`config.mk`:
```
export PLATFORM = sky130hd
export DESIGN_NAME = pdp8AccUnit
export DESIGN_NICKNAME = d
export VERILOG_FILES = /design/src/common/pdp8Pkg.sv /design/src/cpu/pdp8AccUnit.sv
export VERILOG_INCLUDE_DIRS = /design/src /design/src/common
export SDC_FILE = /design/constraint.sdc
export NUM_CORES = 1
export LEC_CHECK = 0
export ABC_AREA = 1
export BUFFER_PORTS_ARGS = -buffer_cell sky130_fd_sc_hd__buf_2
export CORE_MARGIN = 8
export CORE_UTILIZATION = 52
export CTS_BUF_LIST = sky130_fd_sc_hd__clkbuf_4 sky130_fd_sc_hd__clkbuf_8
export CTS_CLUSTER_SIZE = 10
export DETAILED_ROUTE_END_ITERATION = 10
export PLACE_DENSITY = 0.77
export RECOVER_POWER = 100
export SYNTH_ARGS = -nofsm -noshare
export SYNTH_HDL_FRONTEND = slang
export SYNTH_SLANG_ARGS = --single-unit
```
`constraint.sdc`:
```
create_clock -name clk -period 2.46 [get_ports clk]
set_clock_uncertainty 0.05 [all_clocks]
set_input_delay 0.246 -clock clk [delete_from_list [all_inputs] [get_ports clk]]
set_output_delay 0.246 -clock clk [all_outputs]
set_load 0.01 [all_outputs]
```
`src/common/pdp8_cfg.svh`:
```
// PDP-8 core configuration
// Word and address widths, and the auto-index window in page zero

`ifndef PDP8_CFG_SVH
`define PDP8_CFG_SVH

// Data word width
`define PDP8_WORD_BITS 12

// Memory address width, 4096 words
`define PDP8_ADDR_BITS 12

// Auto-index locations 0010..0017 octal
`define PDP8_AUTOINDEX_FIRST 12'o0010
`define PDP8_AUTOINDEX_LAST 12'o0017

`endif

```
`src/common/pdp8Pkg.sv`:
```
// PDP-8 shared types
// Panel port structs, opcode and state enums, and the control word
// that the sequencer hands to the datapath blocks each cycle

`default_nettype none

`include "pdp8_cfg.svh"

package pdp8Pkg;

  typedef logic [`PDP8_WORD_BITS-1:0] word;

  typedef enum logic [1:0] {opDeposit, opExamine, opRun} panelOp;

  typedef struct packed {
    panelOp op;
    word addr;
    word data;
  } panelCmd;

  // Valid while ack is high
  typedef struct packed {
    word data;
    word ac;
    word pc;
    logic link;
  } panelResp;

  // Top three bits of the instruction
  typedef enum logic [2:0] {
    opAnd, opTad, opIsz, opDca, opJms, opJmp, opIot, opOpr
  } memOp;

  typedef enum logic [2:0] {
    stIdle, stFetch, stDefer, stAutoWrite, stExec, stExecWrite, stHalt
  } seqState;

  typedef enum logic [2:0] {accHold, accAnd, accTad, accClear, accOpr} accOp;

  typedef enum logic [2:0] {pcHold, pcInc, pcLoadMa, pcLoadMaInc, pcLoadPanel} pcOp;

  typedef enum logic [1:0] {maFromPc, maFromIr, maFromData, maHold} maSel;

  // Source of the memory write data
  typedef enum logic [1:0] {wrAcc, wrInc, wrPc} wrSel;

  typedef struct packed {
    accOp accOp;
    pcOp pcOp;
    maSel maSel;
    wrSel wrSel;
    logic irLoad;
    logic memWrite;
    logic oprSkipEnable;
  } cpuCtl;

endpackage

`default_nettype wire

```
`src/cpu/pdp8AccUnit.sv`:
```
// PDP-8 accumulator unit
// AC and link with the AND/TAD path, the group 1 operate chain
// and the group 2 skip condition

`timescale 1ns/1ps
`default_nettype none

module pdp8AccUnit (
  input  logic clk,
  input  logic reset,
  input  pdp8Pkg::cpuCtl ctl,
  input  pdp8Pkg::word ir,
  input  pdp8Pkg::word memData,
  output pdp8Pkg::word ac,
  output logic link,
  output logic skip
);

  logic [12:0] sum;
  logic [12:0] g1;
  logic [12:0] g1Rot;
  logic skipCond;

  assign sum = {1'b0, ac} + {1'b0, memData};

  // Group 1 in order: clear, complement, increment
  always_comb begin
    g1 = {link, ac};
    if (ir[7]) g1[11:0] = '0;
    if (ir[6]) g1[12] = 1'b0;
    if (ir[5]) g1[11:0] = ~g1[11:0];
    if (ir[4]) g1[12] = ~g1[12];
    if (ir[0]) g1 = g1 + 13'd1;
  end

  // Then rotate through the link, or byte swap
  always_comb begin
    case (ir[3:1])
      3'b100: g1Rot = {g1[0], g1[12:1]};
      3'b101: g1Rot = {g1[1:0], g1[12:2]};
      3'b010: g1Rot = {g1[11:0], g1[12]};
      3'b011: g1Rot = {g1[10:0], g1[12:11]};
      3'b001: g1Rot = {g1[12], g1[5:0], g1[11:6]};
      default: g1Rot = g1;
    endcase
  end

  // SMA, SZA, SNL; bit 3 turns them into SPA, SNA, SZL
  assign skipCond = (ir[6] && ac[11]) || (ir[5] && (ac == '0)) || (ir[4] && link);
  assign skip = ir[3] ? !skipCond : skipCond;

  always_ff @(posedge clk) begin
    if (reset) begin
      ac <= '0;
      link <= 1'b0;
    end else begin
      case (ctl.accOp)
        pdp8Pkg::accAnd: ac <= ac & memData;
        pdp8Pkg::accTad: begin
          ac <= sum[11:0];
          link <= link ^ sum[12];
        end
        pdp8Pkg::accClear: ac <= '0;
        pdp8Pkg::accOpr: begin
          if (ctl.oprSkipEnable) begin
            // Group 2 only clears AC
            if (ir[7]) ac <= '0;
          end else if (!ir[8]) begin
            {link, ac} <= g1Rot;
          end
        end
        default: begin
          ac <= ac;
          link <= link;
        end
      endcase
    end
  end

endmodule

`default_nettype wire

```
# == Word-level counts from Yosys, hierarchy flattened ==
# Index checks and enable logic that the tools add are counted.
# classes
n_eq_ne,12
n_reduce_logical,11
addsub,2
muxes,13
bitwise_logic,4
# ops
cell,n
case mux 13 bit (5 select lines),1
two-way mux 12 bit,4
case mux 12 bit (4 select lines),1
adder 12 x 12 -> 13 bit,1
adder 13 x 1 -> 13 bit (second input constant),1
two-way mux 13 bit,1
bitwise AND 12 bit,1
== test 3 x 2 -> 1 bit (second input constant),4
logical NOT 12 bit,1
inverter 12 bit,1
== test 3 bit (second input constant),3
== test 3 x 1 -> 1 bit (second input constant),2
two-way mux 1 bit,5
!= test 2 bit (second input constant),2
nonzero test 4 bit,1
logical AND 1 bit,3
!= test 3 bit (second input constant),1
AND reduction 3 bit,1
logical OR 1 bit,2
case mux 1 bit (2 select lines),1
AND reduction 2 bit,1
nonzero test 2 bit,1
logical NOT 1 bit,1
inverter 1 bit,1
bitwise XOR 1 bit,1
# totals
ff_bits,13
out_inout_bits,14
inputBits,39

# == Logic depth before layout (Yosys ltp) ==
# depth
ltp_word,9
depth_mapped,19
mapped_depth_nobuf,19

# == Worst setup path before layout ==
# OpenSTA, ideal clock, no wires.
# synth_path
path_type,register -> register
startpoint,reg ac[0]
endpoint,reg link
slack_ns,0.372
synth_period_minus_slack_ns,2.088
setup_ns,0.109
stages_incl_launch_ff,13
arrival_ns,1.929
n_path_buf,0
path_cell_list,dfxtp_1 -> ha_1 -> fa_1 -> nand2_1 -> nand2_1 -> a21o_1 -> nand3_1 -> o311ai_0 -> or2_2 -> nand2_1 -> nand2_1 -> nand2_1 -> inv_1
# synth_between
elab_chain_cells,9
elab_cells_between_ends,11
# synth_lines
element,line,source
from (decl),pdp8AccUnit.sv:14,"output pdp8Pkg::word ac,"
from (signal assigned),pdp8AccUnit.sv:58,pdp8Pkg::accAnd: ac <= ac & memData;
from (signal assigned),pdp8AccUnit.sv:60,ac <= sum[11:0];
from (signal assigned),pdp8AccUnit.sv:69,"{link, ac} <= g1Rot;"
two-way mux 12 bit,-,
inverter 12 bit,pdp8AccUnit.sv:31,if (ir[5]) g1[11:0] = ~g1[11:0];
two-way mux 12 bit,pdp8AccUnit.sv:31,
adder 13 x 1 -> 13 bit,pdp8AccUnit.sv:33,if (ir[0]) g1 = g1 + 13'd1;
two-way mux 13 bit,pdp8AccUnit.sv:33,
case mux 13 bit (5 select lines),pdp8AccUnit.sv:38,case (ir[3:1])
two-way mux 1 bit,pdp8AccUnit.sv:68,end else if (!ir[8]) begin
two-way mux 1 bit,pdp8AccUnit.sv:65,if (ctl.oprSkipEnable) begin
case mux 1 bit (2 select lines) *,pdp8AccUnit.sv:57,case (ctl.accOp)
to (signal assigned),pdp8AccUnit.sv:61,link <= link ^ sum[12];
to (signal assigned),pdp8AccUnit.sv:69,
to (signal assigned),pdp8AccUnit.sv:74,link <= link;
to (decl),pdp8AccUnit.sv:15,"output logic link,"
# Every way passes the cells marked *; elsewhere a longest branch is shown, timed or not. The select of a mux whose other input is x is not followed.
# A chain may end at the register's enable or synchronous reset.

# == Worst setup path after layout ==
# layout_path
startpoint,reg ac[1]
endpoint,reg ac[10]
# layout_between
elab_chain_cells,9
elab_cells_between_ends,10
# layout_lines
element,line
two-way mux 12 bit,-
inverter 12 bit,pdp8AccUnit.sv:31
two-way mux 12 bit,pdp8AccUnit.sv:31
adder 13 x 1 -> 13 bit,pdp8AccUnit.sv:33
two-way mux 13 bit,pdp8AccUnit.sv:33
case mux 13 bit (5 select lines),pdp8AccUnit.sv:38
two-way mux 12 bit,pdp8AccUnit.sv:68
two-way mux 12 bit,pdp8AccUnit.sv:65
case mux 12 bit (4 select lines) *,pdp8AccUnit.sv:57
# Marks and branches as above.

==> reports/results.ini <==
[outcome]
status=finished clean

[yosys]
synth_seq_cells=13
async_flop_share_pct=0
synth.distinct_cells=44
synth-main-ff-cell=dfxtp_1
netlist_instances=551
ys_seq_area_share_pct=8.54
synth.avg_cell_area_um2=5.53
synth_area_mm2=0.00305
synth_edf_count=0
yosysWarnings=0
syn_nets=604

[place]
hpwl_mm=7.51
place_ws_ns=0.0933
finalWeightedCongestion=0.951
placed_cells=669
placed_area_mm2=0.00339
io_buffers=40

[global_routing]
met1_usage_pct=27.0
antenna_found_initial=0
grt_pass1_vias=3527
grt-ovfl-total=0
gr-max-usage-layer=met2
grt_use_total_pct=21.9
grt_pass1_wl_mm=15.8
grt_max_degree=21
grt_use_met3_pct=1.78
use_met2_pct=38.0

[sta]
final.period_utilization_pct=91.7
fin_ws_ns=0.204
finalHoldViolCount=0
setup_viol=0
rsz0062_at_grt=no
fmax_mhz=443
setup-tns-final_ns=0
worst_pin_slew_ns=1.12
drv_slew=0
whs_ns=0.292
relSlewSlack_pct=24.7
min_period_ns=2.26

[detailed_routing]
drc=0
routed_wl_mm=9.25
drtIter0Drc=147
vias_per_cell=5.43
drt_pass1_iterations=5
vias=3653
ant_nets=0
wl_per_cell_um=13.8

[floorplanning]
coreArea_mm2=0.00578
die_area_mm2=0.00857
die-height_um=92.6
rows=28
io-pin-count=53
start_util_pct=52.7
fp.dieW_um=92.6

[worst_hold_path]
min_to=ac[5]$_SDFFE_PP0P_
worstHoldPathType=input port to flip-flop
whs_path_depth=2
min_from=reset

[cells_and_area]
num-nets-final=652
final.fill_count=584
final_util_pct=59.0
fin_area_mm2=0.00341
syn_to_final_growth_pct=11.8
drive_gt1_share_pct=19.9
fin_cells=673
antennaDiodeCount=0

[clock_network]
cts_buffer_depth=2
cts_hold_buffers=0
numCtsBuffers=3
htreeDepth=1
clkSlewWorstSetupHoldPaths_ns=0.06
cts-root-buf=clkbuf_8
cts_tree=yes
worst_skew_pair.late_latency_ns=0.25
cts_sinks=13

[power_and_ir_drop]
p_leak_nw=1.69
ir_drop_mv=0.274
total_power_mw=1.04
powerDensity_mw_per_mm2=304

[worst_setup_path]
path_class=flip-flop to flip-flop
r2r-start=ac[1]$_SDFFE_PP0P_
critPathCaptureType=flip-flop
critPathArrivalTime_ns=2.36
cp.required_ns=2.56
critPathMaxFanout=6
reg2regPathDepth=17
startpoint_type=flip-flop
r2r-end=ac[10]$_SDFFE_PP0P_
rrSetupSlack_ns=0.20

[run]
maxCapViolCount=0

==> final cells by class <==
cell class                      count  area (µm²)  share of cell area (%)
Tap cell                           75        93.8                    2.75
Sequential cell                    13         260                    7.63
Clock buffer                        4        48.8                    1.43
Timing Repair Buffer               58         313                    9.17
Multi-Input combinational cell    449        2410                    70.8
Inverter                           74         280                    8.22
==> critical path, cell delays in order (launching register included) <==
cell and delay, ns:
dfxtp_1 0.33, nand2_1 0.10, nand2_1 0.09, nand2_2 0.10, ha_1 0.26, nand3_2 0.11
nor2_2 0.24, nand2_1 0.09, nand2_1 0.09, nand2_2 0.11, nand2_1 0.08, nand3_1 0.09
nor2_1 0.12, nand2_1 0.06, nand3_1 0.09, nand3_1 0.08, nand2_1 0.06, inv_1 0.03
==> placed cells by master (no fill, tap or decap), types with 2 or more instances in the layout <==
cell and instances:
a211oi_1 6, a21oi_1 39, a21oi_2 2, a31oi_1 2, and2_4 2, buf_2 28
buf_4 16, clkbuf_1 14, clkbuf_8 3, dfxtp_1 13, ha_1 12, inv_1 67
inv_2 5, nand2_1 177, nand2_2 21, nand2_4 7, nand3_1 49, nand3_2 11
nand4_1 11, nand4_2 2, nor2_1 40, nor2_2 6, nor2_4 5, nor3_1 2
nor4_1 3, o211ai_1 2, o21ai_0 26, o21ai_1 2, o21bai_1 2, o221ai_1 3
or2_2 3, xor2_1 3
==> cells in the mapped netlist (2+ instances only) <==
cell type  number  area, µm²
nand2_1       176        661
inv_1          67        251
nand3_1        48        240
nor2_1         41        154
a21oi_1        37        185
o21ai_0        26        130
nand2_2        22        138
dfxtp_1        13        260
ha_1           13        163
nand3_2        12        120
nand4_1        11       68.8
nand2_4         7       78.8
a211oi_1        6       45.0
clkbuf_1        6       22.5
nor2_4          6       67.6
inv_2           5       18.8
a21oi_2         4       35.0
buf_2           4       20.0
nor2_2          4       25.0
buf_4           3       22.5
nor3_1          3       15.0
nor4_1          3       18.8
o221ai_1        3       26.3
or2_2           3       18.8
xor2_1          3       26.3
a31oi_1         2       12.5
and2_4          2       17.5
nand4_2         2       25.0
o211ai_1        2       15.0
o21ai_1         2       10.0
o21bai_1        2       15.0
==> layer usage <==
metal,up-vias,wire length (µm)
met1,1617,4190
li1,1892,-
met5,-,0
met2,118,4480
met4,0,276
met3,26,310
==> flip-flops by register name, indices dropped and copies added, names as in the netlist <==
signal / cells
link: 1
ac: 12
==> cells by family (layout without fill, tap and decap cells) <==
group / after synthesis / count (layout) / share of synthesized area [%]
flip-flops: 13 / 13 / 8.54
buffers and inverters: 89 / 136 / 12.4
AO/OA/AOI/OAI: 89 / 89 / 16.9
AND/OR/NAND/NOR: 341 / 341 / 54.6
adder cells (fa/ha/maj): 14 / 14 / 5.99
XOR/XNOR: 5 / 5 / 1.68
==> power by group <==
part           internal (mW)  switching, mW
Sequential             0.225         0.0243
Combinational          0.204          0.370
Clock                  0.126         0.0877
Total                  0.555          0.482
==> how the worst max path moves through the flow <==
stage | from | cells past startpoint | slack (ns) | end
finish | ac[1]$_SDFFE_PP0P_ | 17 | 0.20 | ac[10]$_SDFFE_PP0P_
global route | ac[3]$_SDFFE_PP0P_ | 17 | 0.01 | ac[10]$_SDFFE_PP0P_
CTS | ac[0]$_SDFFE_PP0P_ | 12 | 0.14 | link$_SDFFE_PP0P_
detailed placement | ir[7] | 18 | 0.09 | ac[0]$_SDFFE_PP0P_
global placement | ir[7] | 18 | 0.13 | ac[0]$_SDFFE_PP0P_
floorplan | ac[0]$_SDFFE_PP0P_ | 12 | 0.37 | link$_SDFFE_PP0P_
==> repair_timing <==
item / in CTS / in global routing
setup buffers: 0 / 0
endpoints found under the setup margin: 0 / 6
gates resized for setup: 0 / 4
Note: power is estimated with default switching activity, not from simulation.
