`src/common/pdp8_cfg.svh`:
```
// PDP-8 core configuration
// Word and address widths, and the auto-index window in page zero

`ifndef PDP8_CFG_SVH
`define PDP8_CFG_SVH

// Data word width
`define PDP8_WORD_BITS 12

// Memory address width, 4096 words
`define PDP8_ADDR_BITS 12

// Auto-index locations 0010..0017 octal
`define PDP8_AUTOINDEX_FIRST 12'o0010
`define PDP8_AUTOINDEX_LAST 12'o0017

`endif

```
`src/common/pdp8Pkg.sv`:
```
// PDP-8 shared types
// Panel port structs, opcode and state enums, and the control word
// that the sequencer hands to the datapath blocks each cycle

`default_nettype none

`include "pdp8_cfg.svh"

package pdp8Pkg;

  typedef logic [`PDP8_WORD_BITS-1:0] word;

  typedef enum logic [1:0] {opDeposit, opExamine, opRun} panelOp;

  typedef struct packed {
    panelOp op;
    word addr;
    word data;
  } panelCmd;

  // Valid while ack is high
  typedef struct packed {
    word data;
    word ac;
    word pc;
    logic link;
  } panelResp;

  // Top three bits of the instruction
  typedef enum logic [2:0] {
    opAnd, opTad, opIsz, opDca, opJms, opJmp, opIot, opOpr
  } memOp;

  typedef enum logic [2:0] {
    stIdle, stFetch, stDefer, stAutoWrite, stExec, stExecWrite, stHalt
  } seqState;

  typedef enum logic [2:0] {accHold, accAnd, accTad, accClear, accOpr} accOp;

  typedef enum logic [2:0] {pcHold, pcInc, pcLoadMa, pcLoadMaInc, pcLoadPanel} pcOp;

  typedef enum logic [1:0] {maFromPc, maFromIr, maFromData, maHold} maSel;

  // Source of the memory write data
  typedef enum logic [1:0] {wrAcc, wrInc, wrPc} wrSel;

  typedef struct packed {
    accOp accOp;
    pcOp pcOp;
    maSel maSel;
    wrSel wrSel;
    logic irLoad;
    logic memWrite;
    logic oprSkipEnable;
  } cpuCtl;

endpackage

`default_nettype wire

```
`src/pdp8AddrUnit.sv`:
```
// PDP-8 address unit
// Program counter and memory address register. Forms page-zero and
// current-page addresses, follows indirect pointers and handles the
// ISZ skip by testing the incremented word itself

`timescale 1ns/1ps
`default_nettype none

`include "pdp8_cfg.svh"

module pdp8AddrUnit (
  input  logic clk,
  input  logic reset,
  input  pdp8Pkg::cpuCtl ctl,
  input  pdp8Pkg::word ir,
  input  pdp8Pkg::word memData,
  input  pdp8Pkg::word panelAddr,
  output pdp8Pkg::word pc,
  output pdp8Pkg::word ma,
  output pdp8Pkg::word incWord
);

  pdp8Pkg::word pcNext;
  pdp8Pkg::word effAddr;
  logic [4:0] pageBits;
  logic autoIdx;
  logic iszWrite;

  // MA is loaded from IR while the PC still points at the instruction
  assign pageBits = pc[11:7];
  assign effAddr = {ir[7] ? pageBits : 5'b0, ir[6:0]};
  assign autoIdx = ir[8] && !ir[7] &&
                   (effAddr >= `PDP8_AUTOINDEX_FIRST) && (effAddr <= `PDP8_AUTOINDEX_LAST);

  assign incWord = memData + 1'b1;
  assign iszWrite = ctl.memWrite && (ctl.wrSel == pdp8Pkg::wrInc);

  always_comb begin
    case (ctl.pcOp)
      // ISZ skips only when the stored word wraps to zero
      pdp8Pkg::pcInc: pcNext = (iszWrite && (incWord != '0)) ? pc : pc + 1'b1;
      pdp8Pkg::pcLoadMa: pcNext = ma;
      pdp8Pkg::pcLoadMaInc: pcNext = ma + 1'b1;
      pdp8Pkg::pcLoadPanel: pcNext = panelAddr;
      default: pcNext = pc;
    endcase
  end

  always_ff @(posedge clk) begin
    if (reset) begin
      pc <= '0;
      ma <= '0;
    end else begin
      pc <= pcNext;
      case (ctl.maSel)
        pdp8Pkg::maFromPc: ma <= pcNext;
        pdp8Pkg::maFromIr: ma <= effAddr;
        pdp8Pkg::maFromData: ma <= autoIdx ? incWord : memData;
        default: ma <= ma;
      endcase
    end
  end

endmodule

`default_nettype wire

```
`config.mk`:
```
export PLATFORM = sky130hd
export DESIGN_NAME = pdp8AddrUnit
export DESIGN_NICKNAME = d
export VERILOG_FILES = /design/src/common/pdp8Pkg.sv /design/src/pdp8AddrUnit.sv
export VERILOG_INCLUDE_DIRS = /design/src /design/src/common
export SDC_FILE = /design/constraint.sdc
export NUM_CORES = 1
export LEC_CHECK = 0
export CORE_MARGIN = 2
export CORE_UTILIZATION = 40
export CTS_CLUSTER_SIZE = 30
export DETAILED_ROUTE_END_ITERATION = 10
export DONT_BUFFER_PORTS = 1
export GPL_ROUTABILITY_DRIVEN = 0
export GPL_TIMING_DRIVEN = 0
export PLACE_DENSITY = 0.53
export SYNTH_ARGS = -nofsm -noshare
export SYNTH_HDL_FRONTEND = slang
export SYNTH_SLANG_ARGS = --single-unit
export TNS_END_PERCENT = 10
```
`constraint.sdc`:
```
create_clock -name clk -period 2 [get_ports clk]
set_input_delay 0.4 -clock clk [delete_from_list [all_inputs] [get_ports clk]]
set_output_delay 0.4 -clock clk [all_outputs]
set_load 0.01 [all_outputs]
```
# --- Word level (Yosys, flattened, before mapping) ---
# Cells that the tools add are included.
totals:
  regBits: 24
  input_bits: 51
  out_inout_bits: 36
  wordCells: 28
op_classes:
  add_sub_neg: 3
  magnitude_cmp: 2
  eq_ne: 7
  muxes: 5
  n_reduce_logical: 9
op_table:
  columns: ["operator", "n"]
  rows:
  - ["12-bit case mux with 4 select lines", 1]
  - ["12-bit by 1-bit adder with 12-bit output (second input constant)", 3]
  - ["12-bit case mux with 3 select lines", 1]
  - ["12-bit two-way mux", 2]
  - ["12-bit by 4-bit greater-or-equal comparator with 1-bit output (second input constant)", 1]
  - ["12-bit by 4-bit <= comparator with 1-bit output (second input constant)", 1]
  - ["12-bit nonzero test", 1]
  - ["3-bit by 2-bit equality test with 1-bit output (second input constant)", 2]
  - ["1-bit logical AND", 5]
  - ["5-bit two-way mux", 1]
  - ["2-bit by 1-bit equality test with 1-bit output (second input constant)", 2]
  - ["3-bit by 1-bit equality test with 1-bit output (second input constant)", 1]
  - ["3-bit equality test (second input constant)", 1]
  - ["3-bit nonzero test", 1]
  - ["2-bit equality test (second input constant)", 1]
  - ["2-bit zero test", 1]
  - ["1-bit zero test", 1]

# --- Longest topological paths before layout ---
depth:
  word_depth: 6
  depth_mapped: 10
  mapped_depth_nobuf: 8

# --- Least setup slack after synthesis ---
# OpenSTA, ideal clock, no wires.
synth_timing:
  path_type: "register to register"
  start: "reg ma[4]"
  end: "reg ma[11]"
  setup_ns: 0.129
  arrival_time_ns: 1.983
  required_time_ns: 1.871
  path_slack_ns: -0.112
  stages_incl_launch_ff: 8
  path_buffers: 0
  synth_period_minus_slack_ns: 2.112
  path_cell_list: "dfxtp_1 -> nand3_1 -> or4_1 -> xnor2_1 -> a221oi_1 -> o41ai_2 -> nand4_1 -> a21oi_1"
synth_between:
  elab_chain_len: 3
synth_lines:
  columns: ["element", "line_no", "rtl"]
  rows:
  - ["start: declaration", "pdp8AddrUnit.sv:19", "output pdp8Pkg::word ma,"]
  - ["start signal: assignment", "pdp8AddrUnit.sv:56", "pdp8Pkg::maFromPc: ma <= pcNext;"]
  - ["start signal: assignment", "pdp8AddrUnit.sv:57", "pdp8Pkg::maFromIr: ma <= effAddr;"]
  - ["start signal: assignment", "pdp8AddrUnit.sv:58", "pdp8Pkg::maFromData: ma <= autoIdx ? incWord : memData;"]
  - ["12-bit by 1-bit adder with 12-bit output", "pdp8AddrUnit.sv:43", "pdp8Pkg::pcLoadMaInc: pcNext = ma + 1'b1;"]
  - ["12-bit case mux with 4 select lines", "pdp8AddrUnit.sv:39", "case (ctl.pcOp)"]
  - ["12-bit case mux with 3 select lines", "pdp8AddrUnit.sv:55", "case (ctl.maSel)"]
# Every way passes these cells.
# A chain may end at the register's enable or synchronous reset.

# --- Worst setup path after layout ---
layout_timing:
  start: "reg ma[2]"
  end: "reg ma[11]"
# Same word-level chain as after synthesis.

==> impl_metrics.csv <==
group,metric,value,unit
detailed_routing,drc,0,
sta,worst_slew_pin_slew,583.2,ps
floorplan,initial_core_util,41.92,%
cts,insertion_delay,260,ps
sta,relSlewSlack,61.12,%
synth,ys_types,73,
power,gate_power_share,35.7,%
sta,final.period_utilization,105.2,%
synth,number_of_enable_flip_flop_cells_after_synthesis,0,
sta,achievable-frequency,0.4751,GHz
floorplan,die_y,86.05,um
worst_setup_path,ff2ff_path_depth,8,
flow_run,drv_cap,0,
global_routing,grt_overflow,0,
detailed_routing,dr.first_iter.drc_count,154,
outcome,status,"finished with violations",
floorplan,ioPinCount,87,
sta,finalWorstSetupSlack,-104.9,ps
layout,final_net_count,440,
cts,cts_inserted_buffers,3,
worst_setup_path,cp_cell_sequence,"nand4_1 -> buf_4 -> or4_4 -> xnor2_2 -> a221oi_2 -> o41ai_2 -> nand4_1 -> a21oi_1",
power,power.share.switching,38.76,%
detailed_routing,met2_length,4183,um
layout,synthToLayoutAreaGrowth,12.36,%
detailed_routing,post_drt_via_cell_ratio,6.488,
power,switchingPower,0.5950,mW
sta,final.setup_skew,4.498,ps
global_routing,grt_util_all_layers,24.90,%
worst_setup_path,path_max_fanout,7,
synth,postSynthAreaPerCell,7.161,um2
power,seqPwrFrac,43.2,%
sta,timing.final.setup_violations,3,
power,cellPowerDensity,507.5,nW/um2
synth,seq_area_frac_synth,17.84,%
detailed_routing,m1WireLength,4308,um
cts,cts_tree,"yes",
sta,finalHoldViolCount,0,
worst_setup_path,critPathRequiredTime,2140,ps
outcome,violations,"setup timing",
synth,synthesis.instances,376,
detailed_routing,total_routed_wirelength,9239,um
worst_setup_path,crit-reg2reg-capture,"ma[11]",
worst_setup_path,critPathCaptureType,"register",
global_routing,maximum_number_of_pins_on_one_net_before_global_route_repair,14,
hold_path,min_path_cells,3,
detailed_routing,vias,2978,
layout,fraction_of_layout_instances_using_a_drive_strength_above_1,19.37,%
detailed_routing,top_signal_layer_used,"met4",
floorplan,chipWidth,86.05,um
power,internal_power,0.9403,mW
power,power.static_leakage,1.061,nW
synth,synth-main-ff-cell,"sky130_fd_sc_hd__dfxtp_1",
detailed_routing,drt-wirelength-per-cell,20.13,um
placed_design,post_dp_cell_area,2795,um2
worst_setup_path,cp_class,"register to register",
worst_setup_path,worst_path_max_delay_cell,"sky130_fd_sc_hd__or4_4",
cts,clock_pin_slew_of_the_registers_on_the_worst_case_setup_and_hold_paths,80,ps
worst_setup_path,ff2ff_setup_slack,-100,ps
hold_path,min_to,"ma[3]",
global_routing,grt_pass1_vias,2681,
placed_design,numPortBuffers,0,
worst_setup_path,worst-path-buf-inv,1,
cts,htree_num_levels,1,
cts,holdBufCountCts,0,
layout,utilization,47.11,%
worst_setup_path,r2r-start,"ma[2]",
synth,yosys_register_bits,24,
global_routing,antenna_found_initial,0,
cts,cts.path.max_buffers,2,
worst_setup_path,critical-path-top-cell-by-count,"sky130_fd_sc_hd__nand4_1",
detailed_routing,detail-route-antenna-nets,0,
worst_setup_path,worst_path_largest_cell_delay,440,ps
hold_path,hold_start,"reset",
synth,synth_fp_nets,433,
layout,stdcell_area,3025,um2
sta,time_the_worst_path_needs_with_i_o_delays_and_setup,2105,ps
detailed_routing,met3WireLength,646,um
worst_setup_path,critical_path_arrival,2240,ps
detailed_routing,drt_pass1_iterations,5,
global_routing,grt_pass1_wl,14670,um
worst_setup_path,crit_path_start_kind,"register",
power,irDropWorstVdd,0.0002840,V
synth,postSynth.asyncResetShare,0,%
floorplan,fp-row-count,29,
floorplan,core_area,6422,um2
worst_setup_path,critical-path-top-delay-family,"simple AND/OR/NAND/NOR gates",
cts,clockRootBuffer,"sky130_fd_sc_hd__clkbuf_8",
placed_design,dp_hpwl,7296,um
synth,mappedNetlistArea,2693,um2
layout,n_antenna_cell,0,
floorplan,die-area,7404,um2
sta,grt_setup_unrepaired,"true",
hold_path,hold_path.class,"input pin to register",
cts,cts_num_sinks,24,
sta,report.final.slew_viol_count,0,
synth,synth_warnings,0,
power,pwr-share-clk,21.1,%
## kinds of logic after synthesis
family          Yosys count  synth area share, %
xor+xnor                 29                9.433
flops                    24                17.84
fa+ha+maj                 6                2.788
mux                       3                1.115
simple gates            167                32.62
compound gates          111                28.67
buf+inv                  36                7.528
## power by group through the flow
stage	Combinational, mW	Clock (mW)	Sequential, mW
after floorplan	0.404	0	0.622
after global placement	0.506	0	0.663
after detailed placement	0.509	0	0.663
after CTS	0.525	0.335	0.662
after global routing	0.605	0.359	0.671
final	0.548	0.324	0.663
## placed cells by master, fill, tap and decap left out, types with 7 or more instances in the layout
cell	n
sky130_fd_sc_hd__o21ai_0	17
sky130_fd_sc_hd__nand2_1	40
sky130_fd_sc_hd__nor3_1	11
sky130_fd_sc_hd__and3_1	7
sky130_fd_sc_hd__nand3_1	14
sky130_fd_sc_hd__xnor2_1	20
sky130_fd_sc_hd__inv_1	12
sky130_fd_sc_hd__dfxtp_2	7
sky130_fd_sc_hd__o22ai_1	7
sky130_fd_sc_hd__dfxtp_1	12
sky130_fd_sc_hd__clkbuf_8	7
sky130_fd_sc_hd__a21oi_1	23
sky130_fd_sc_hd__xor2_1	7
sky130_fd_sc_hd__nor2_1	41
sky130_fd_sc_hd__nand4_1	11
## worst register-to-register path, cell delays in order, from the launching register on
cell and delay, ps:
sky130_fd_sc_hd__dfxtp_4 420, sky130_fd_sc_hd__nand4_1 190, sky130_fd_sc_hd__buf_4 190, sky130_fd_sc_hd__or4_4 440
sky130_fd_sc_hd__xnor2_2 160, sky130_fd_sc_hd__a221oi_2 280, sky130_fd_sc_hd__o41ai_2 130, sky130_fd_sc_hd__nand4_1 110
sky130_fd_sc_hd__a21oi_1 60
## Yosys cell counts (2+ instances only)
cell / n / area, um2
sky130_fd_sc_hd__a211oi_1: 3 / 22.52
sky130_fd_sc_hd__a21oi_1: 25 / 125.1
sky130_fd_sc_hd__o31ai_1: 5 / 37.54
sky130_fd_sc_hd__nand3_1: 18 / 90.09
sky130_fd_sc_hd__ha_1: 6 / 75.07
sky130_fd_sc_hd__and2_1: 4 / 25.02
sky130_fd_sc_hd__o21ai_0: 19 / 95.09
sky130_fd_sc_hd__o41ai_1: 2 / 17.52
sky130_fd_sc_hd__clkbuf_1: 10 / 37.54
sky130_fd_sc_hd__nor2b_1: 4 / 25.02
sky130_fd_sc_hd__o221ai_1: 2 / 17.52
sky130_fd_sc_hd__dfxtp_1: 24 / 480.5
sky130_fd_sc_hd__clkbuf_8: 2 / 27.53
sky130_fd_sc_hd__nand2_1: 40 / 150.1
sky130_fd_sc_hd__o21a_1: 3 / 22.52
sky130_fd_sc_hd__inv_1: 12 / 45.04
sky130_fd_sc_hd__or2_2: 4 / 25.02
sky130_fd_sc_hd__a221o_1: 3 / 30.03
sky130_fd_sc_hd__nor3_1: 13 / 65.06
sky130_fd_sc_hd__and3_1: 7 / 43.79
sky130_fd_sc_hd__o32ai_1: 3 / 26.28
sky130_fd_sc_hd__a311oi_1: 2 / 17.52
sky130_fd_sc_hd__o211ai_1: 2 / 15.01
sky130_fd_sc_hd__o32a_1: 3 / 30.03
sky130_fd_sc_hd__buf_2: 4 / 20.02
sky130_fd_sc_hd__a21o_1: 5 / 37.54
sky130_fd_sc_hd__buf_6: 2 / 22.52
sky130_fd_sc_hd__xnor2_1: 22 / 192.7
sky130_fd_sc_hd__and4_2: 2 / 20.02
sky130_fd_sc_hd__xor2_1: 7 / 61.31
sky130_fd_sc_hd__nand4_1: 11 / 68.82
sky130_fd_sc_hd__mux2i_1: 3 / 30.03
sky130_fd_sc_hd__a22oi_1: 5 / 37.54
sky130_fd_sc_hd__or3_1: 2 / 12.51
sky130_fd_sc_hd__a221oi_1: 7 / 61.31
sky130_fd_sc_hd__nor2_1: 41 / 153.9
sky130_fd_sc_hd__buf_4: 4 / 30.03
sky130_fd_sc_hd__nor3b_1: 3 / 22.52
sky130_fd_sc_hd__o22ai_1: 8 / 50.05
## cell type report
cell class                 instances  area, um2
fill                             678       3397
multi-input combinational        316       2135
sequential                        24      508.0
buffer                            24      171.4
tap                               77      96.34
clock buffer                       4      55.05
inverter                          12      45.04
timing repair buffer               2      15.01
## layer usage
metal	up-vias	global-route usage (%)
met5	-	0
met4	0	3.752
met3	14	4.716
met2	124	38.97
met1	1420	36.04
li1	1420	-
## worst max-delay path by stage
| stage | start | depth (start not counted) | endpoint | slack (ps) |
|---|---|---|---|---|
| after floorplan | ma[4] | 7 | ma[11] | -50 |
| after global placement | ma[4] | 7 | ma[11] | -440 |
| after detailed placement | ma[2] | 7 | ma[7] | -420 |
| after CTS | ma[3] | 8 | ma[11] | -60 |
| after global routing | ma[2] | 8 | ma[11] | -230 |
| final | ma[2] | 8 | ma[11] | -100 |
## state kept, by name, summed over array words and instances (netlist names)
signal / count
pc: 12
ma: 12
## what timing repair did
item	in CTS	in global routing
pin swaps	1	7
setup buffers	2	0
gates resized for setup	32	15
setup endpoints to repair	16	18
hold endpoints to repair	0	0
## stage by stage
stage / TNS [ps] / instances / hold slack (ps) / worst slack (ps) / power (mW)
floorplan: -181.0 / 376 / 527.3 / -48.63 / 1.026
global placement: -5714 / 453 / 598.6 / -444.4 / 1.169
detailed placement: -5968 / 453 / 597.1 / -417.6 / 1.172
CTS: -69.08 / 459 / 336.9 / -61.11 / 1.522
global route: -1022 / 459 / 324.8 / -232.0 / 1.635
finish: -175.3 / 459 / 339.2 / -104.9 / 1.535
Power figures use the tool's default switching activity.
