File: config.mk
export PLATFORM = sky130hd
export DESIGN_NAME = pdp8Sequencer
export DESIGN_NICKNAME = d
export VERILOG_FILES = /design/src/common/pdp8Pkg.sv /design/src/cpu/pdp8Sequencer.sv
export VERILOG_INCLUDE_DIRS = /design/src /design/src/common
export SDC_FILE = /design/constraint.sdc
export NUM_CORES = 1
export LEC_CHECK = 0
export ABC_AREA = 1
export BUFFER_PORTS_ARGS = -buffer_cell sky130_fd_sc_hd__buf_2
export CAP_MARGIN = 30
export CELL_PAD_IN_SITES_DETAIL_PLACEMENT = 1
export CELL_PAD_IN_SITES_GLOBAL_PLACEMENT = 2
export CORE_UTILIZATION = 19
export CTS_CLUSTER_DIAMETER = 30
export DETAILED_ROUTE_END_ITERATION = 12
export PLACE_DENSITY_LB_ADDON = 0.1
export SYNTH_ARGS = -nofsm -noshare
export SYNTH_HDL_FRONTEND = slang
export SYNTH_SLANG_ARGS = --single-unit
File: constraint.sdc
create_clock -name clk -period 1.6 [get_ports clk]
set_clock_uncertainty 0.05 [all_clocks]
set_input_delay 0.16 -clock clk [delete_from_list [all_inputs] [get_ports clk]]
set_output_delay 0.16 -clock clk [all_outputs]
set_load 0.01 [all_outputs]
File: src/common/pdp8_cfg.svh
// PDP-8 core configuration
// Word and address widths, and the auto-index window in page zero

`ifndef PDP8_CFG_SVH
`define PDP8_CFG_SVH

// Data word width
`define PDP8_WORD_BITS 12

// Memory address width, 4096 words
`define PDP8_ADDR_BITS 12

// Auto-index locations 0010..0017 octal
`define PDP8_AUTOINDEX_FIRST 12'o0010
`define PDP8_AUTOINDEX_LAST 12'o0017

`endif

File: src/common/pdp8Pkg.sv
// PDP-8 shared types
// Panel port structs, opcode and state enums, and the control word
// that the sequencer hands to the datapath blocks each cycle

`default_nettype none

`include "pdp8_cfg.svh"

package pdp8Pkg;

  typedef logic [`PDP8_WORD_BITS-1:0] word;

  typedef enum logic [1:0] {opDeposit, opExamine, opRun} panelOp;

  typedef struct packed {
    panelOp op;
    word addr;
    word data;
  } panelCmd;

  // Valid while ack is high
  typedef struct packed {
    word data;
    word ac;
    word pc;
    logic link;
  } panelResp;

  // Top three bits of the instruction
  typedef enum logic [2:0] {
    opAnd, opTad, opIsz, opDca, opJms, opJmp, opIot, opOpr
  } memOp;

  typedef enum logic [2:0] {
    stIdle, stFetch, stDefer, stAutoWrite, stExec, stExecWrite, stHalt
  } seqState;

  typedef enum logic [2:0] {accHold, accAnd, accTad, accClear, accOpr} accOp;

  typedef enum logic [2:0] {pcHold, pcInc, pcLoadMa, pcLoadMaInc, pcLoadPanel} pcOp;

  typedef enum logic [1:0] {maFromPc, maFromIr, maFromData, maHold} maSel;

  // Source of the memory write data
  typedef enum logic [1:0] {wrAcc, wrInc, wrPc} wrSel;

  typedef struct packed {
    accOp accOp;
    pcOp pcOp;
    maSel maSel;
    wrSel wrSel;
    logic irLoad;
    logic memWrite;
    logic oprSkipEnable;
  } cpuCtl;

endpackage

`default_nettype wire

File: src/cpu/pdp8Sequencer.sv
// PDP-8 sequencer
// Holds the instruction register, decodes it and walks the major
// states, issuing one control word per cycle. Also runs the
// front-panel req/ack handshake and stops a run at HLT

`timescale 1ns/1ps
`default_nettype none

`include "pdp8_cfg.svh"

module pdp8Sequencer (
  input  logic clk,
  input  logic reset,
  input  pdp8Pkg::panelCmd cmd,
  input  logic req,
  input  pdp8Pkg::word memData,
  input  logic skip,
  output pdp8Pkg::cpuCtl ctl,
  output pdp8Pkg::word ir,
  output logic panelBusy,
  output logic ack
);

  pdp8Pkg::seqState state;
  pdp8Pkg::seqState stateNext;
  logic phase;
  logic phaseNext;
  pdp8Pkg::word irReg;
  logic loadIr;
  logic panelFirst;
  pdp8Pkg::memOp opc;
  logic isMemRef;
  logic autoIdx;
  logic grp2;

  // Instruction word is visible in the same cycle it is loaded
  assign loadIr = (state == pdp8Pkg::stFetch) && phase;
  assign ir = loadIr ? memData : irReg;

  assign opc = pdp8Pkg::memOp'(ir[11:9]);
  assign isMemRef = (opc != pdp8Pkg::opIot) && (opc != pdp8Pkg::opOpr);
  assign autoIdx = ir[8] && !ir[7] &&
                   ({5'b0, ir[6:0]} >= `PDP8_AUTOINDEX_FIRST) &&
                   ({5'b0, ir[6:0]} <= `PDP8_AUTOINDEX_LAST);
  assign grp2 = ir[8] && !ir[0];

  always_comb begin
    ctl = '{accOp: pdp8Pkg::accHold, pcOp: pdp8Pkg::pcHold, maSel: pdp8Pkg::maHold,
            wrSel: pdp8Pkg::wrAcc, irLoad: loadIr, memWrite: 1'b0, oprSkipEnable: 1'b0};
    stateNext = state;
    phaseNext = 1'b0;
    case (state)
      pdp8Pkg::stIdle: begin
        if (panelBusy) begin
          // Single write strobe per deposit
          ctl.memWrite = panelFirst && (cmd.op == pdp8Pkg::opDeposit);
        end else if (req && !ack && (cmd.op == pdp8Pkg::opRun)) begin
          ctl.pcOp = pdp8Pkg::pcLoadPanel;
          ctl.maSel = pdp8Pkg::maFromPc;
          stateNext = pdp8Pkg::stFetch;
        end
      end
      pdp8Pkg::stFetch: begin
        if (!phase) begin
          phaseNext = 1'b1;
        end else begin
          ctl.pcOp = pdp8Pkg::pcInc;
          ctl.maSel = pdp8Pkg::maFromIr;
          stateNext = (isMemRef && ir[8]) ? pdp8Pkg::stDefer : pdp8Pkg::stExec;
        end
      end
      pdp8Pkg::stDefer: begin
        if (!phase) begin
          phaseNext = 1'b1;
        end else if (autoIdx) begin
          stateNext = pdp8Pkg::stAutoWrite;
        end else begin
          ctl.maSel = pdp8Pkg::maFromData;
          stateNext = pdp8Pkg::stExec;
        end
      end
      pdp8Pkg::stAutoWrite: begin
        // Pointer+1 goes back to memory and into MA
        ctl.memWrite = 1'b1;
        ctl.wrSel = pdp8Pkg::wrInc;
        ctl.maSel = pdp8Pkg::maFromData;
        stateNext = pdp8Pkg::stExec;
      end
      pdp8Pkg::stExec: begin
        case (opc)
          pdp8Pkg::opJmp: begin
            ctl.pcOp = pdp8Pkg::pcLoadMa;
            ctl.maSel = pdp8Pkg::maFromPc;
            stateNext = pdp8Pkg::stFetch;
          end
          pdp8Pkg::opOpr: begin
            ctl.accOp = pdp8Pkg::accOpr;
            ctl.oprSkipEnable = grp2;
            ctl.pcOp = (grp2 && skip) ? pdp8Pkg::pcInc : pdp8Pkg::pcHold;
            ctl.maSel = pdp8Pkg::maFromPc;
            stateNext = (grp2 && ir[1]) ? pdp8Pkg::stHalt : pdp8Pkg::stFetch;
          end
          pdp8Pkg::opIot: begin
            // No devices, acts as a NOP
            ctl.maSel = pdp8Pkg::maFromPc;
            stateNext = pdp8Pkg::stFetch;
          end
          default: begin
            if (!phase) begin
              phaseNext = 1'b1;
            end else if (opc == pdp8Pkg::opAnd || opc == pdp8Pkg::opTad) begin
              ctl.accOp = (opc == pdp8Pkg::opAnd) ? pdp8Pkg::accAnd : pdp8Pkg::accTad;
              ctl.maSel = pdp8Pkg::maFromPc;
              stateNext = pdp8Pkg::stFetch;
            end else begin
              stateNext = pdp8Pkg::stExecWrite;
            end
          end
        endcase
      end
      pdp8Pkg::stExecWrite: begin
        ctl.memWrite = 1'b1;
        ctl.maSel = pdp8Pkg::maFromPc;
        stateNext = pdp8Pkg::stFetch;
        case (opc)
          pdp8Pkg::opIsz: begin
            ctl.wrSel = pdp8Pkg::wrInc;
            ctl.pcOp = pdp8Pkg::pcInc;
          end
          pdp8Pkg::opJms: begin
            ctl.wrSel = pdp8Pkg::wrPc;
            ctl.pcOp = pdp8Pkg::pcLoadMaInc;
          end
          default: begin
            ctl.wrSel = pdp8Pkg::wrAcc;
            ctl.accOp = pdp8Pkg::accClear;
          end
        endcase
      end
      pdp8Pkg::stHalt: begin
        if (ack && !req) stateNext = pdp8Pkg::stIdle;
      end
      default: stateNext = pdp8Pkg::stIdle;
    endcase
  end

  always_ff @(posedge clk) begin
    if (reset) begin
      state <= pdp8Pkg::stIdle;
      phase <= 1'b0;
      ack <= 1'b0;
      panelBusy <= 1'b0;
      panelFirst <= 1'b0;
    end else begin
      state <= stateNext;
      phase <= phaseNext;
      panelFirst <= 1'b0;
      if (state == pdp8Pkg::stIdle) begin
        if (!panelBusy && req && !ack && (cmd.op != pdp8Pkg::opRun)) begin
          panelBusy <= 1'b1;
          panelFirst <= 1'b1;
        end else if (panelBusy && !panelFirst && !ack) begin
          ack <= 1'b1;
        end else if (ack && !req) begin
          ack <= 1'b0;
          panelBusy <= 1'b0;
        end
      end
      // Run ends here, ack until the master lets go of req
      if (state == pdp8Pkg::stHalt) begin
        if (!ack) ack <= 1'b1;
        else if (!req) ack <= 1'b0;
      end
    end
  end

  always_ff @(posedge clk) begin
    if (loadIr) irReg <= memData;
  end

endmodule

`default_nettype wire

# Yosys cells after proc, flatten, opt, wreduce, memory -nomap -nowiden
# Index checks and enable logic that the tools add are counted.
# Widths: inputs -> output; s select.
# op_classes
order_cmp,2
n_eq_ne,23
n_mux,52
bitwise_logic,1
n_reduce_logical,37
# ops
op,n
$mux 3,11
$eq 3x3->1 const B,7
$pmux 3 s7,1
$mux 1,19
$logic_and 1x1->1,18
$pmux 3 s2,3
$pmux 2 s2,4
$mux 2,7
$ne 2x2->1 const B,7
$mux 12,1
$pmux 2 s6,1
$pmux 3 s4,1
$mux 5,2
$reduce_or 2->1,5
$eq 3x2->1 const B,3
$ge 7x4->1 const B,1
$le 7x4->1 const B,1
$eq 3x1->1 const B,2
$logic_not 1->1,6
$logic_not 3->1,2
$ne 3x3->1 const B,2
$reduce_and 6->1,1
$ne 4x3->1 const B,1
$pmux 1 s2,2
7 further kinds,7
# word_totals
regBits,19
inputBits,42
out_inout_bits,27
elab_cells,121

# Longest topological paths before layout
# Gate-level depths: netlist (run 1).
# logic_depth
word_depth,10
ltp_mapped,13
ltp_nobuf,12

# Worst setup path after synthesis (run 1)
# OpenSTA, ideal clock, no wires.
# synth_timing
kind,register -> output
start,register state[0]
end,output ctl[7] (netlist bit)
arrival_time_ps,1643
required_time_ps,1390
path_slack_ps,-253
path_stages_with_launch,10
path_buffers,0
path_cell_list,dfxtp_1 inv_2 nor2_4 nand4_1 nand2_1 nand2_2 nor3_2 and3_1 nand2_1 nand4_1
# synth_rtl
element,line_no,rtl
"start, declared",pdp8Sequencer.sv:24,pdp8Pkg::seqState state;
"start signal, assigned",pdp8Sequencer.sv:149,state <= pdp8Pkg::stIdle;
"start signal, assigned",pdp8Sequencer.sv:155,state <= stateNext;
"end, declared",pdp8Sequencer.sv:18,"output pdp8Pkg::cpuCtl ctl,"

==> out/metrics.yaml, run 1 <==
syn_nets: 238
mostFrequentLayoutCell: "buf_4"
ff_latch_area_um2: 390
rsz0062_at_grt: "yes"
drv_cap: 0
hold_end: "irReg[2]$_DFF_P_"
fin_crit_sh_pct: 130
hold_class: "primary input to flip-flop"
grt_antenna_before_repair: 0
std_cell_rows: 29
viasPerCell: 4.43
yosysTopAreaCellShare_pct: 30.6
h-tree-depth: 1
first_iter_violations: 28
syn-mean-instance-area_um2: 6.35
timing.final.max_slew_violations: 0
syn_inst: 196
ys_seq_area_share_pct: 30.6
grt.total_usage_pct: 15.0
dieArea_um2: 6870
hp-start: "memData[2]"
cp_slowest_stage_delay_ps: 410
syn-cell-area_um2: 1240
reg2reg_slack_ps: -250
grt_pass1_wl_um: 8290
leakage_nw: 1.23
coreArea_um2: 6350
first_global_vias: 1669
async_flop_share_pct: 0
clock_path_buffers: 2
fill_cells: 779
cts.clk_slew.worst_paths_ps: 80
grt_max_degree: 14
dr_total_vias: 1675
ff2ff_path_depth: 13
place_congestion: 0.742
ys_seq_elements: 19
critPathArrivalTime_ps: 1860
final_cell_mix: "buf_4 (43), buf_2 (34), nand2_1 (29), buf_6 (28), nand2_2 (23)"
dp.final_hpwl_um: 3960
ir_drop_mv: 0.575
multi_input_area_um2: 1000
setup_violations: 25
wl_per_cell_um: 14.1
outcome: "finished, violations left"
cts_tree: "done"
hold_viol: 0
slew_headroom_pct: 75.8
portBuffers: 44
synthTopCellsByArea: "dfxtp_1 (31%), nand2_1 (17%), nand3_1 (8.5%), inv_1 (7.5%), nor2_1 (4.8%)"
die_w_um: 82.9
ys.flop_type: "dfxtp_1"
cp_data_required_time_ps: 1390
antenna_cells: 0
end_kind: "output port"
fin_nets: 344
cpMostUsedCell: "nand2_4"
whs_path_depth: 3
yosysWarnings: 0
drt.antenna.violating_nets: 0
area_delta_synth_final_pct: 102
layout_setup_ws_ps: -472
num_io_pins: 69
initial_core_util_pct: 19.6
tightest_slew_ps: 360
cts.sinks: 19
numCtsBuffers: 3
dp_cells: 356
critical_path_class: "flip-flop to output port"
grt-ovfl-total: 0
holdBufCountCts: 0
insertion_delay_ps: 260
p_per_area_nw_per_um2: 1670
cpMaxStageDelayCell: "dfxtp_4"
path_max_fanout: 5
die_h_um: 82.9
crit_chain: "inv_4, nor2_4, nand4_2, nand2_4, nand2_4, nor3_4, and3_4, nand2_2, nand4_1, buf_2"
period_minus_slack_ps: 2070
timing.rr.start: "state[0]$_SDFFE_PP0P_"
synth_largest_area_cell: "dfxtp_1"
routed_wl_um: 5330
fmax_mhz: 483
worstSetupStartpointType: "flip-flop"
drive_gt1_share_pct: 65.8
r2r-end: "state[1]$_SDFFE_PP0P_"
fin_hold_ws_ps: 81.9
dr.pass1.iters: 4
synth-edff-count: 0
root_buffer: "clkbuf_8"
drc: 0
synth_cell_type_count: 28
violations: "negative setup slack"
final_cell_count_no_fill: 378
==> cells in the mapped netlist, types with 2 or more instances <==
| master | instances |
|---|---|
| a21oi_1 | 8 |
| nor3_2 | 2 |
| nand2_1 | 55 |
| buf_2 | 2 |
| nand2_2 | 4 |
| buf_4 | 2 |
| nand3_1 | 21 |
| nand4_1 | 8 |
| inv_1 | 25 |
| inv_2 | 5 |
| nor2_1 | 16 |
| o21ai_0 | 7 |
| nor3_1 | 3 |
| buf_6 | 2 |
| dfxtp_1 | 19 |
| nand3b_1 | 5 |
==> metrics by stage <==
step	total power [mW]	instance area [um^2]	setup TNS [ps]	util, %	setup slack, ps
6_report	4.20	2510	-5930	39.6	-472
5_1_grt	4.52	2510	-8260	39.6	-566
4_1_cts	3.66	2210	-5330	34.9	-429
3_5_place_dp	2.82	1900	-1500	30.0	-219
3_3_place_gp	2.84	1900	-1670	30.0	-237
2_1_floorplan	1.82	1280	-125	-	-93.4
==> metal layers <==
metal,track usage (%),vias up,part of all wire (%),wire length (um)
li1,-,842,-,-
met1,19.9,796,45,2390
met5,0,-,0,0
met2,25.6,31,51,2710
met3,2.09,6,2.9,154
met4,3.45,0,1.4,72
==> area by class of cell <==
cell class	count	area share, %
Sequential cell	19	15.5
Multi-Input combinational cell	140	39.9
Inverter	31	5.38
Tap cell	77	3.83
Clock buffer	4	1.79
Timing Repair Buffer	107	33.6
==> where the power goes <==
group / switching [mW] / total, mW / internal [mW] / leakage [nW]
clock network: 0.193 / 0.371 / 0.178 / 0.0228
logic: 1.53 / 3.04 / 1.50 / 1.04
registers: 0.119 / 0.787 / 0.668 / 0.160
==> how the worst max path moves through the flow <==
stage	startpoint	to
after global routing	state[0]$_SDFFE_PP0P_	ctl[7]
after global placement	phase$_SDFF_PP0_	state[2]$_SDFFE_PP0P_
after floorplan	state[1]$_SDFFE_PP0P_	ctl[7]
after CTS	state[2]$_SDFFE_PP0P_	ctl[7]
after detailed placement	phase$_SDFF_PP0_	state[2]$_SDFFE_PP0P_
final	state[0]$_SDFFE_PP0P_	ctl[7]
==> logic make-up after synthesis <==
logic type      after synthesis  synth area share, %
simple gates                121                 47.8
buf+inv                      37                 13.3
flops                        19                 30.6
compound gates               19                 8.35
==> critical path, delay by kind of cell (launching register included) <==
family,cells,cell delay (ps)
buf+inv,2,180
flops,1,410
simple gates,8,1010
==> flip-flops by register name (all words and copies together) (netlist names), named ones only <==
register    count
phase           1
panelBusy       1
state           3
irReg          12
panelFirst      1
==> repair_timing <==
item,in CTS,in global routing
endpoints found under the setup margin,26,28
resized for setup,51,65
buffers inserted,12,11
pin swaps,18,28
No activity file was read; power rests on OpenSTA's default activity.
==> run 2, diff against run 1 <==
- ABC_AREA: 1 -> not set
- CORE_UTILIZATION: 19 -> 24
- clock period: 1.6 -> 2.02 ns (I/O delays scaled with it)
==> run 2 against run 1 <==
Effect of this change:
- the run still ends with negative setup slack left
- setup slack improved by 200 ps
- register-to-register slack improved by 70 ps
- core utilization decreased by 3.0 points
- sequential share of layout area increased by 4.5 points
- flip-flop and latch count unchanged
- global-route usage decreased by 0.17 points
- worst hold slack improved by 63 ps
- final area decreased by 24%
- non-clock buffer count decreased by 41
- sequential power decreased by 11%
- synthesized cell count decreased by 24%
- via count decreased by 20%
- critical endpoint unchanged
==> out/metrics.yaml, run 2 <==
place_congestion: 0.760  # +2.3%
placed_area_um2: 1700  # -11%
drc: 0  # unchanged
cpMaxStageDelayCell: "and4bb_4"
dp.final_hpwl_um: 3320  # -16%
clock_path_buffers: 2  # unchanged
num_io_pins: 69  # unchanged
numCtsBuffers: 3  # unchanged
first_global_vias: 1447  # -13%
antenna_cells: 0  # unchanged
worstSetupStartpointType: "flip-flop"
hold_class: "primary input to flip-flop"
timing.rr.start: "state[1]$_SDFFE_PP0P_"
largest_register_ffs: 12  # unchanged
die_h_um: 76.1  # -8.3%
synth_cell_type_count: 55  # +96%
end_kind: "output port"
fin_nets: 252  # -27%
holdBufCountCts: 0  # unchanged
critical-path-top-delay-family: "simple AND/OR/NAND/NOR gates"
synth_largest_area_cell: "dfxtp_1"
hold_viol: 0  # unchanged
routed_wl_um: 4180  # -22%
final.setup.tns_ps: -2130  # +3800 ps
grt_max_degree: 22  # +8
grt_pass1_wl_um: 6880  # -17%
critPathArrivalTime_ps: 2040  # +180 ps
async_flop_share_pct: 0  # unchanged
yosysTopAreaCellShare_pct: 28.9  # -1.7 points
h-tree-depth: 1  # unchanged
cp_slowest_stage_delay_ps: 450  # +40 ps
path_buf_inv: 2  # unchanged
die_w_um: 76.1  # -8.3%
outcome: "finished, violations left"
slew_headroom_pct: 65.7  # -10 points
drv_cap: 0  # unchanged
cts.clk_slew.worst_paths_ps: 70  # about the same
rsz0062_at_grt: "yes"
path_max_fanout: 6  # +1
yosysWarnings: 0  # unchanged
mostFrequentLayoutCell: "buf_2"
fmax_mhz: 437
critical_path_class: "flip-flop to output port"
ir_drop_mv: 0.485  # -16%
regMostFlops: "irReg"
syn_inst: 149  # -24%
ys_seq_area_share_pct: 28.9  # -1.7 points
fill_cells: 633  # -19%
ys_seq_elements: 19  # unchanged
viasPerCell: 4.80  # +8.3%
leakage_nw: 0.803  # -34%
dp_slack_ps: -48.5  # +171 ps
dr_total_vias: 1339  # -20%
hp-start: "memData[5]"
timing.final.max_slew_violations: 0  # unchanged
coreArea_um2: 5200  # -18%
std_cell_rows: 26  # -10%
drive_gt1_share_pct: 52.6  # -13 points
fin_crit_sh_pct: 113
final_cell_mix: "buf_2 (42), dfxtp_1 (18), buf_4 (15), nor2_1 (11)"
grt_antenna_before_repair: 0  # unchanged
wl_per_cell_um: 15.0  # +6.2%
power_mw: 2.86  # -32%
dieArea_um2: 5780  # -16%
drt.antenna.violating_nets: 0  # unchanged
insertion_delay_ps: 250  # about the same
synthTopCellsByArea: "dfxtp_1 (29%), mux2_2 (7.7%), nor2_1 (4.0%), a21oi_1 (3.4%), mux2i_4 (3.4%)"
syn-cell-area_um2: 1320  # +5.8%
period_minus_slack_ps: 2290
layout_setup_ws_ps: -268  # +204 ps
fin_hold_ws_ps: 145  # +63.0 ps
synth.most_common_cell: "dfxtp_1"
syn-mean-instance-area_um2: 8.83  # +39%
multi_input_area_um2: 943  # -5.9%
violations: "negative setup slack"
grt.total_usage_pct: 14.8  # -0.17 points
synth_common_cells: "dfxtp_1 (19), nor2_1 (14), a21oi_1 (9), mux2_2 (9), nand2_1 (8)"
first_iter_violations: 56  # +100%
grt-ovfl-total: 0  # unchanged
ys.flop_type: "dfxtp_1"
cp_data_required_time_ps: 1770  # +380 ps
portBuffers: 44  # unchanged
cts_tree: "done"
p_per_area_nw_per_um2: 1500  # -10%
initial_core_util_pct: 25.3  # +5.7 points
tightest_slew_ps: 510  # +150 ps
crit_chain: "and4bb_4, mux2i_4, inv_2, or3_4, o21ai_4, buf_6"
root_buffer: "clkbuf_8"
ff_latch_area_um2: 382  # -2.2%
dr.pass1.iters: 4  # unchanged
area_delta_synth_final_pct: 44.7
setup_violations: 14  # -44%
crit_start: "state[1]$_SDFFE_PP0P_"
synth-edff-count: 0  # unchanged
syn_nets: 191  # -20%
postLayoutCellArea_um2: 1900  # -24%
reg.largest.list: "irReg x12, state x3"
cts.sinks: 19  # unchanged
## run 2: cell families (layout without fill, tap and decap cells)
logic type	after synthesis	in the layout	synth area share, %
buffers and inverters	16	76	7.13
AO/OA/AOI/OAI	38	38	21.1
flip-flops	19	19	28.9
AND/OR/NAND/NOR	59	59	27.1
multiplexers	15	15	14.4
XOR/XNOR	2	2	1.33
## run 2: layer usage
metal  up-vias  global-route usage, %  wire, um
met5         -                      0         0
met4         0                   5.19        42
met3         4                   2.51       141
met2        31                   25.8      2150
met1       633                   18.4      1840
li1        671                      -         -
## run 2: layout make-up
class                           instances  share of cell area [%]
Clock buffer                            4                    2.37
Inverter                                6                    1.18
Multi-Input combinational cell        114                    49.5
Sequential cell                        19                    20.0
Tap cell                               70                    4.60
Timing Repair Buffer                   66                    22.3
## run 2: worst paths after layout
| kind | end | slack (ps) | depth (start not counted) |
|---|---|---|---|
| max | ctl[7] | -270 | 6 |
| min | irReg[5]$_DFF_P_ | 140 | 2 |
| max reg2reg | state[2]$_SDFFE_PP0P_ | -180 | 9 |
| min reg2reg | irReg[2]$_DFF_P_ | 440 | 1 |
## run 2: power breakdown
| group | switching, mW | total [mW] | internal [mW] |
|---|---|---|---|
| combinational | 0.967 | 1.89 | 0.918 |
| clock | 0.130 | 0.271 | 0.140 |
| sequential | 0.154 | 0.700 | 0.546 |
| total | 1.25 | 2.86 | 1.60 |
## run 2: metrics by stage
| step | instances | util (%) |
|---|---|---|
| 2_1_floorplan | 149 | - |
| 3_3_place_gp | 270 | 32.6 |
| 3_5_place_dp | 270 | 32.6 |
| 4_1_cts | 274 | 34.4 |
| 5_1_grt | 279 | 36.6 |
| 6_report | 279 | 36.6 |
## run 2: worst register-to-register path: cells and delay by family, from the launching register on
kind	cells	cell delay, ps
buffers and inverters	4	410
DFF	1	330
muxes	1	340
and+or+nand+nor	1	450
AOI/OAI and AO/OA	3	510
## run 2: repair_timing
action                     CTS  global route
setup endpoints to repair   14            22
buffers inserted             0             5
pin swaps                    6            10
resized for setup           13            19
cloned                       0             0
==> run 3, diff against run 2 <==
- CORE_MARGIN: not set -> 3
==> run 3 against run 2 <==
Effect of this change:
- the flow still finishes with violations (negative setup slack)
- register-to-register slack better by 230 ps
- global-route usage is 1.4 points lower
- non-clock buffer count stayed put
- critical path depth stayed put
- final cell count stayed put
- flip-flop and latch count stayed put
- first-iteration DRC count is 16% higher
- maximum frequency is 1.1% higher
- largest power group unchanged
- sequential share of layout area is 0.42 points higher
==> out/metrics.yaml, run 3 (synthesized netlist as in run 2, its figures left out) <==
root_buffer: "clkbuf_8"
grt.total_usage_pct: 13.5  # -1.4 points
dp.final_hpwl_um: 3300  # -0.65%
numCtsBuffers: 3  # unchanged
timing.final.max_slew_violations: 0  # unchanged
die_w_um: 80.1  # +5.3%
slew_headroom_pct: 63.4  # -2.3 points
fin_hold_ws_ps: 137  # -7.63 ps
violations: "negative setup slack"
wl_per_cell_um: 14.9  # -0.33%
cpMaxStageDelayCell: "and4bb_4"
grt_pass1_wl_um: 6960  # +1.2%
grt_antenna_before_repair: 0  # unchanged
ir_drop_mv: 0.616  # +27%
reg.largest.list: "irReg x12, state x3"
num_io_pins: 69  # unchanged
std_cell_rows: 26  # unchanged
fmax_mhz: 442  # +1.1%
outcome: "finished, violations left"
mostFrequentLayoutCell: "buf_2"
drt.antenna.violating_nets: 0  # unchanged
antenna_cells: 0  # unchanged
drc: 0  # unchanged
period_minus_slack_ps: 2260  # -25.7 ps
cts.sinks: 19  # unchanged
path_max_fanout: 6  # unchanged
largest_register_ffs: 12  # unchanged
area_delta_synth_final_pct: 41.7
viasPerCell: 4.91  # +2.3%
fin_nets: 252  # unchanged
power_mw: 2.74  # -3.9%
h-tree-depth: 1  # unchanged
postLayoutCellArea_um2: 1870  # -2.0%
end_kind: "output port"
grt_max_degree: 22  # unchanged
drive_gt1_share_pct: 51.2  # -1.4 points
dr_total_vias: 1370  # +2.3%
hold_class: "primary input to flip-flop"
placed_area_um2: 1710  # +0.88%
clock_path_buffers: 2  # unchanged
cp_slowest_stage_delay_ps: 440  # about the same
insertion_delay_ps: 250  # about the same
fin_crit_sh_pct: 112  # -1.3 points
coreArea_um2: 5200  # unchanged
cts_tree: "done"
regMostFlops: "irReg"
cts.clk_slew.worst_paths_ps: 70  # about the same
tightest_slew_ps: 545  # +34.9 ps
critPathArrivalTime_ps: 2010  # -30 ps
drv_cap: 0  # unchanged
critical_path_class: "flip-flop to output port"
portBuffers: 44  # unchanged
routed_wl_um: 4170  # -0.33%
worstSetupStartpointType: "flip-flop"
fill_cells: 654  # +3.3%
place_congestion: 0.740  # -2.6%
first_iter_violations: 65  # +16%
layout_setup_ws_ps: -242  # +25.7 ps
final_cell_count_no_fill: 279  # unchanged
first_global_vias: 1456  # +0.62%
leakage_nw: 0.795  # -0.89%
dieArea_um2: 6410  # +11%
setup_violations: 16  # +2
fin_util_pct: 35.8  # -0.75 points
hold_viol: 0  # unchanged
dp_cells: 272  # +0.74%
dr.pass1.iters: 4  # unchanged
cp_data_required_time_ps: 1770  # about the same
p_per_area_nw_per_um2: 1470  # -1.9%
final_cell_mix: "buf_2 (43), buf_4 (19), dfxtp_1 (18), nor2_1 (11), mux2_2 (9)"
crit_chain: "and4bb_4, mux2i_4, inv_2, or3_4, o21ai_4, buf_6"
initial_core_util_pct: 25.3  # unchanged
die_h_um: 80.1  # +5.3%
grt-ovfl-total: 0  # unchanged
rsz0062_at_grt: "yes"
[run 3: power breakdown]
part / internal [mW] / switching (mW)
clock network: 0.140 / 0.128
registers: 0.546 / 0.161
logic: 0.852 / 0.919
[run 3: critical path: cells and delay by family (launching register included)]
kind	cells	cell delay, ps
muxes	1	270
AOI/OAI and AO/OA	1	140
and+or+nand+nor	2	840
DFF	1	320
buffers and inverters	2	180
[run 3: what timing repair did]
| item | CTS | global route |
|---|---|---|
| pin swaps | 5 | 11 |
| buffers inserted | 2 | 1 |
| hold buffers | 0 | 0 |
| endpoints found under the hold margin | 0 | 0 |
| resized for setup | 10 | 14 |
| setup endpoints to repair | 18 | 19 |
[run 3: worst paths after layout]
| path | startpoint | to | slack (ps) | cells past startpoint |
|---|---|---|---|---|
| max | state[1]$_SDFFE_PP0P_ | ctl[7] | -240 | 6 |
| min | memData[2] | irReg[2]$_DFF_P_ | 140 | 2 |
| max reg2reg | state[1]$_SDFFE_PP0P_ | state[0]$_SDFFE_PP0P_ | 50 | 8 |
| min reg2reg | irReg[2]$_DFF_P_ | irReg[2]$_DFF_P_ | 420 | 1 |
[run 3: layout make-up]
| type | count | area (um^2) | share of cell area, % |
|---|---|---|---|
| timing repair buffer | 66 | 403 | 21.6 |
| sequential | 19 | 382 | 20.5 |
| clock buffer | 4 | 45.0 | 2.41 |
| inverter | 6 | 22.5 | 1.21 |
| multi-input combinational | 114 | 926 | 49.6 |
| tap | 70 | 87.6 | 4.69 |
[run 3: routing by layer]
layer  track usage (%)  up-vias  part of all wire (%)
met5                 0        -                     0
met4              4.05        0                  0.77
met3              1.68        2                   4.3
met2              23.2       29                    49
met1              17.4      670                    46
li1                  -      669                     -
[run 3: through the flow]
stage / setup slack (ps) / setup TNS (ps)
4_1_cts: -283 / -2060
2_1_floorplan: 5.28 / 0
3_5_place_dp: -16.4 / -28.3
5_1_grt: -334 / -3440
3_3_place_gp: -11.1 / -21.3
6_report: -242 / -1680
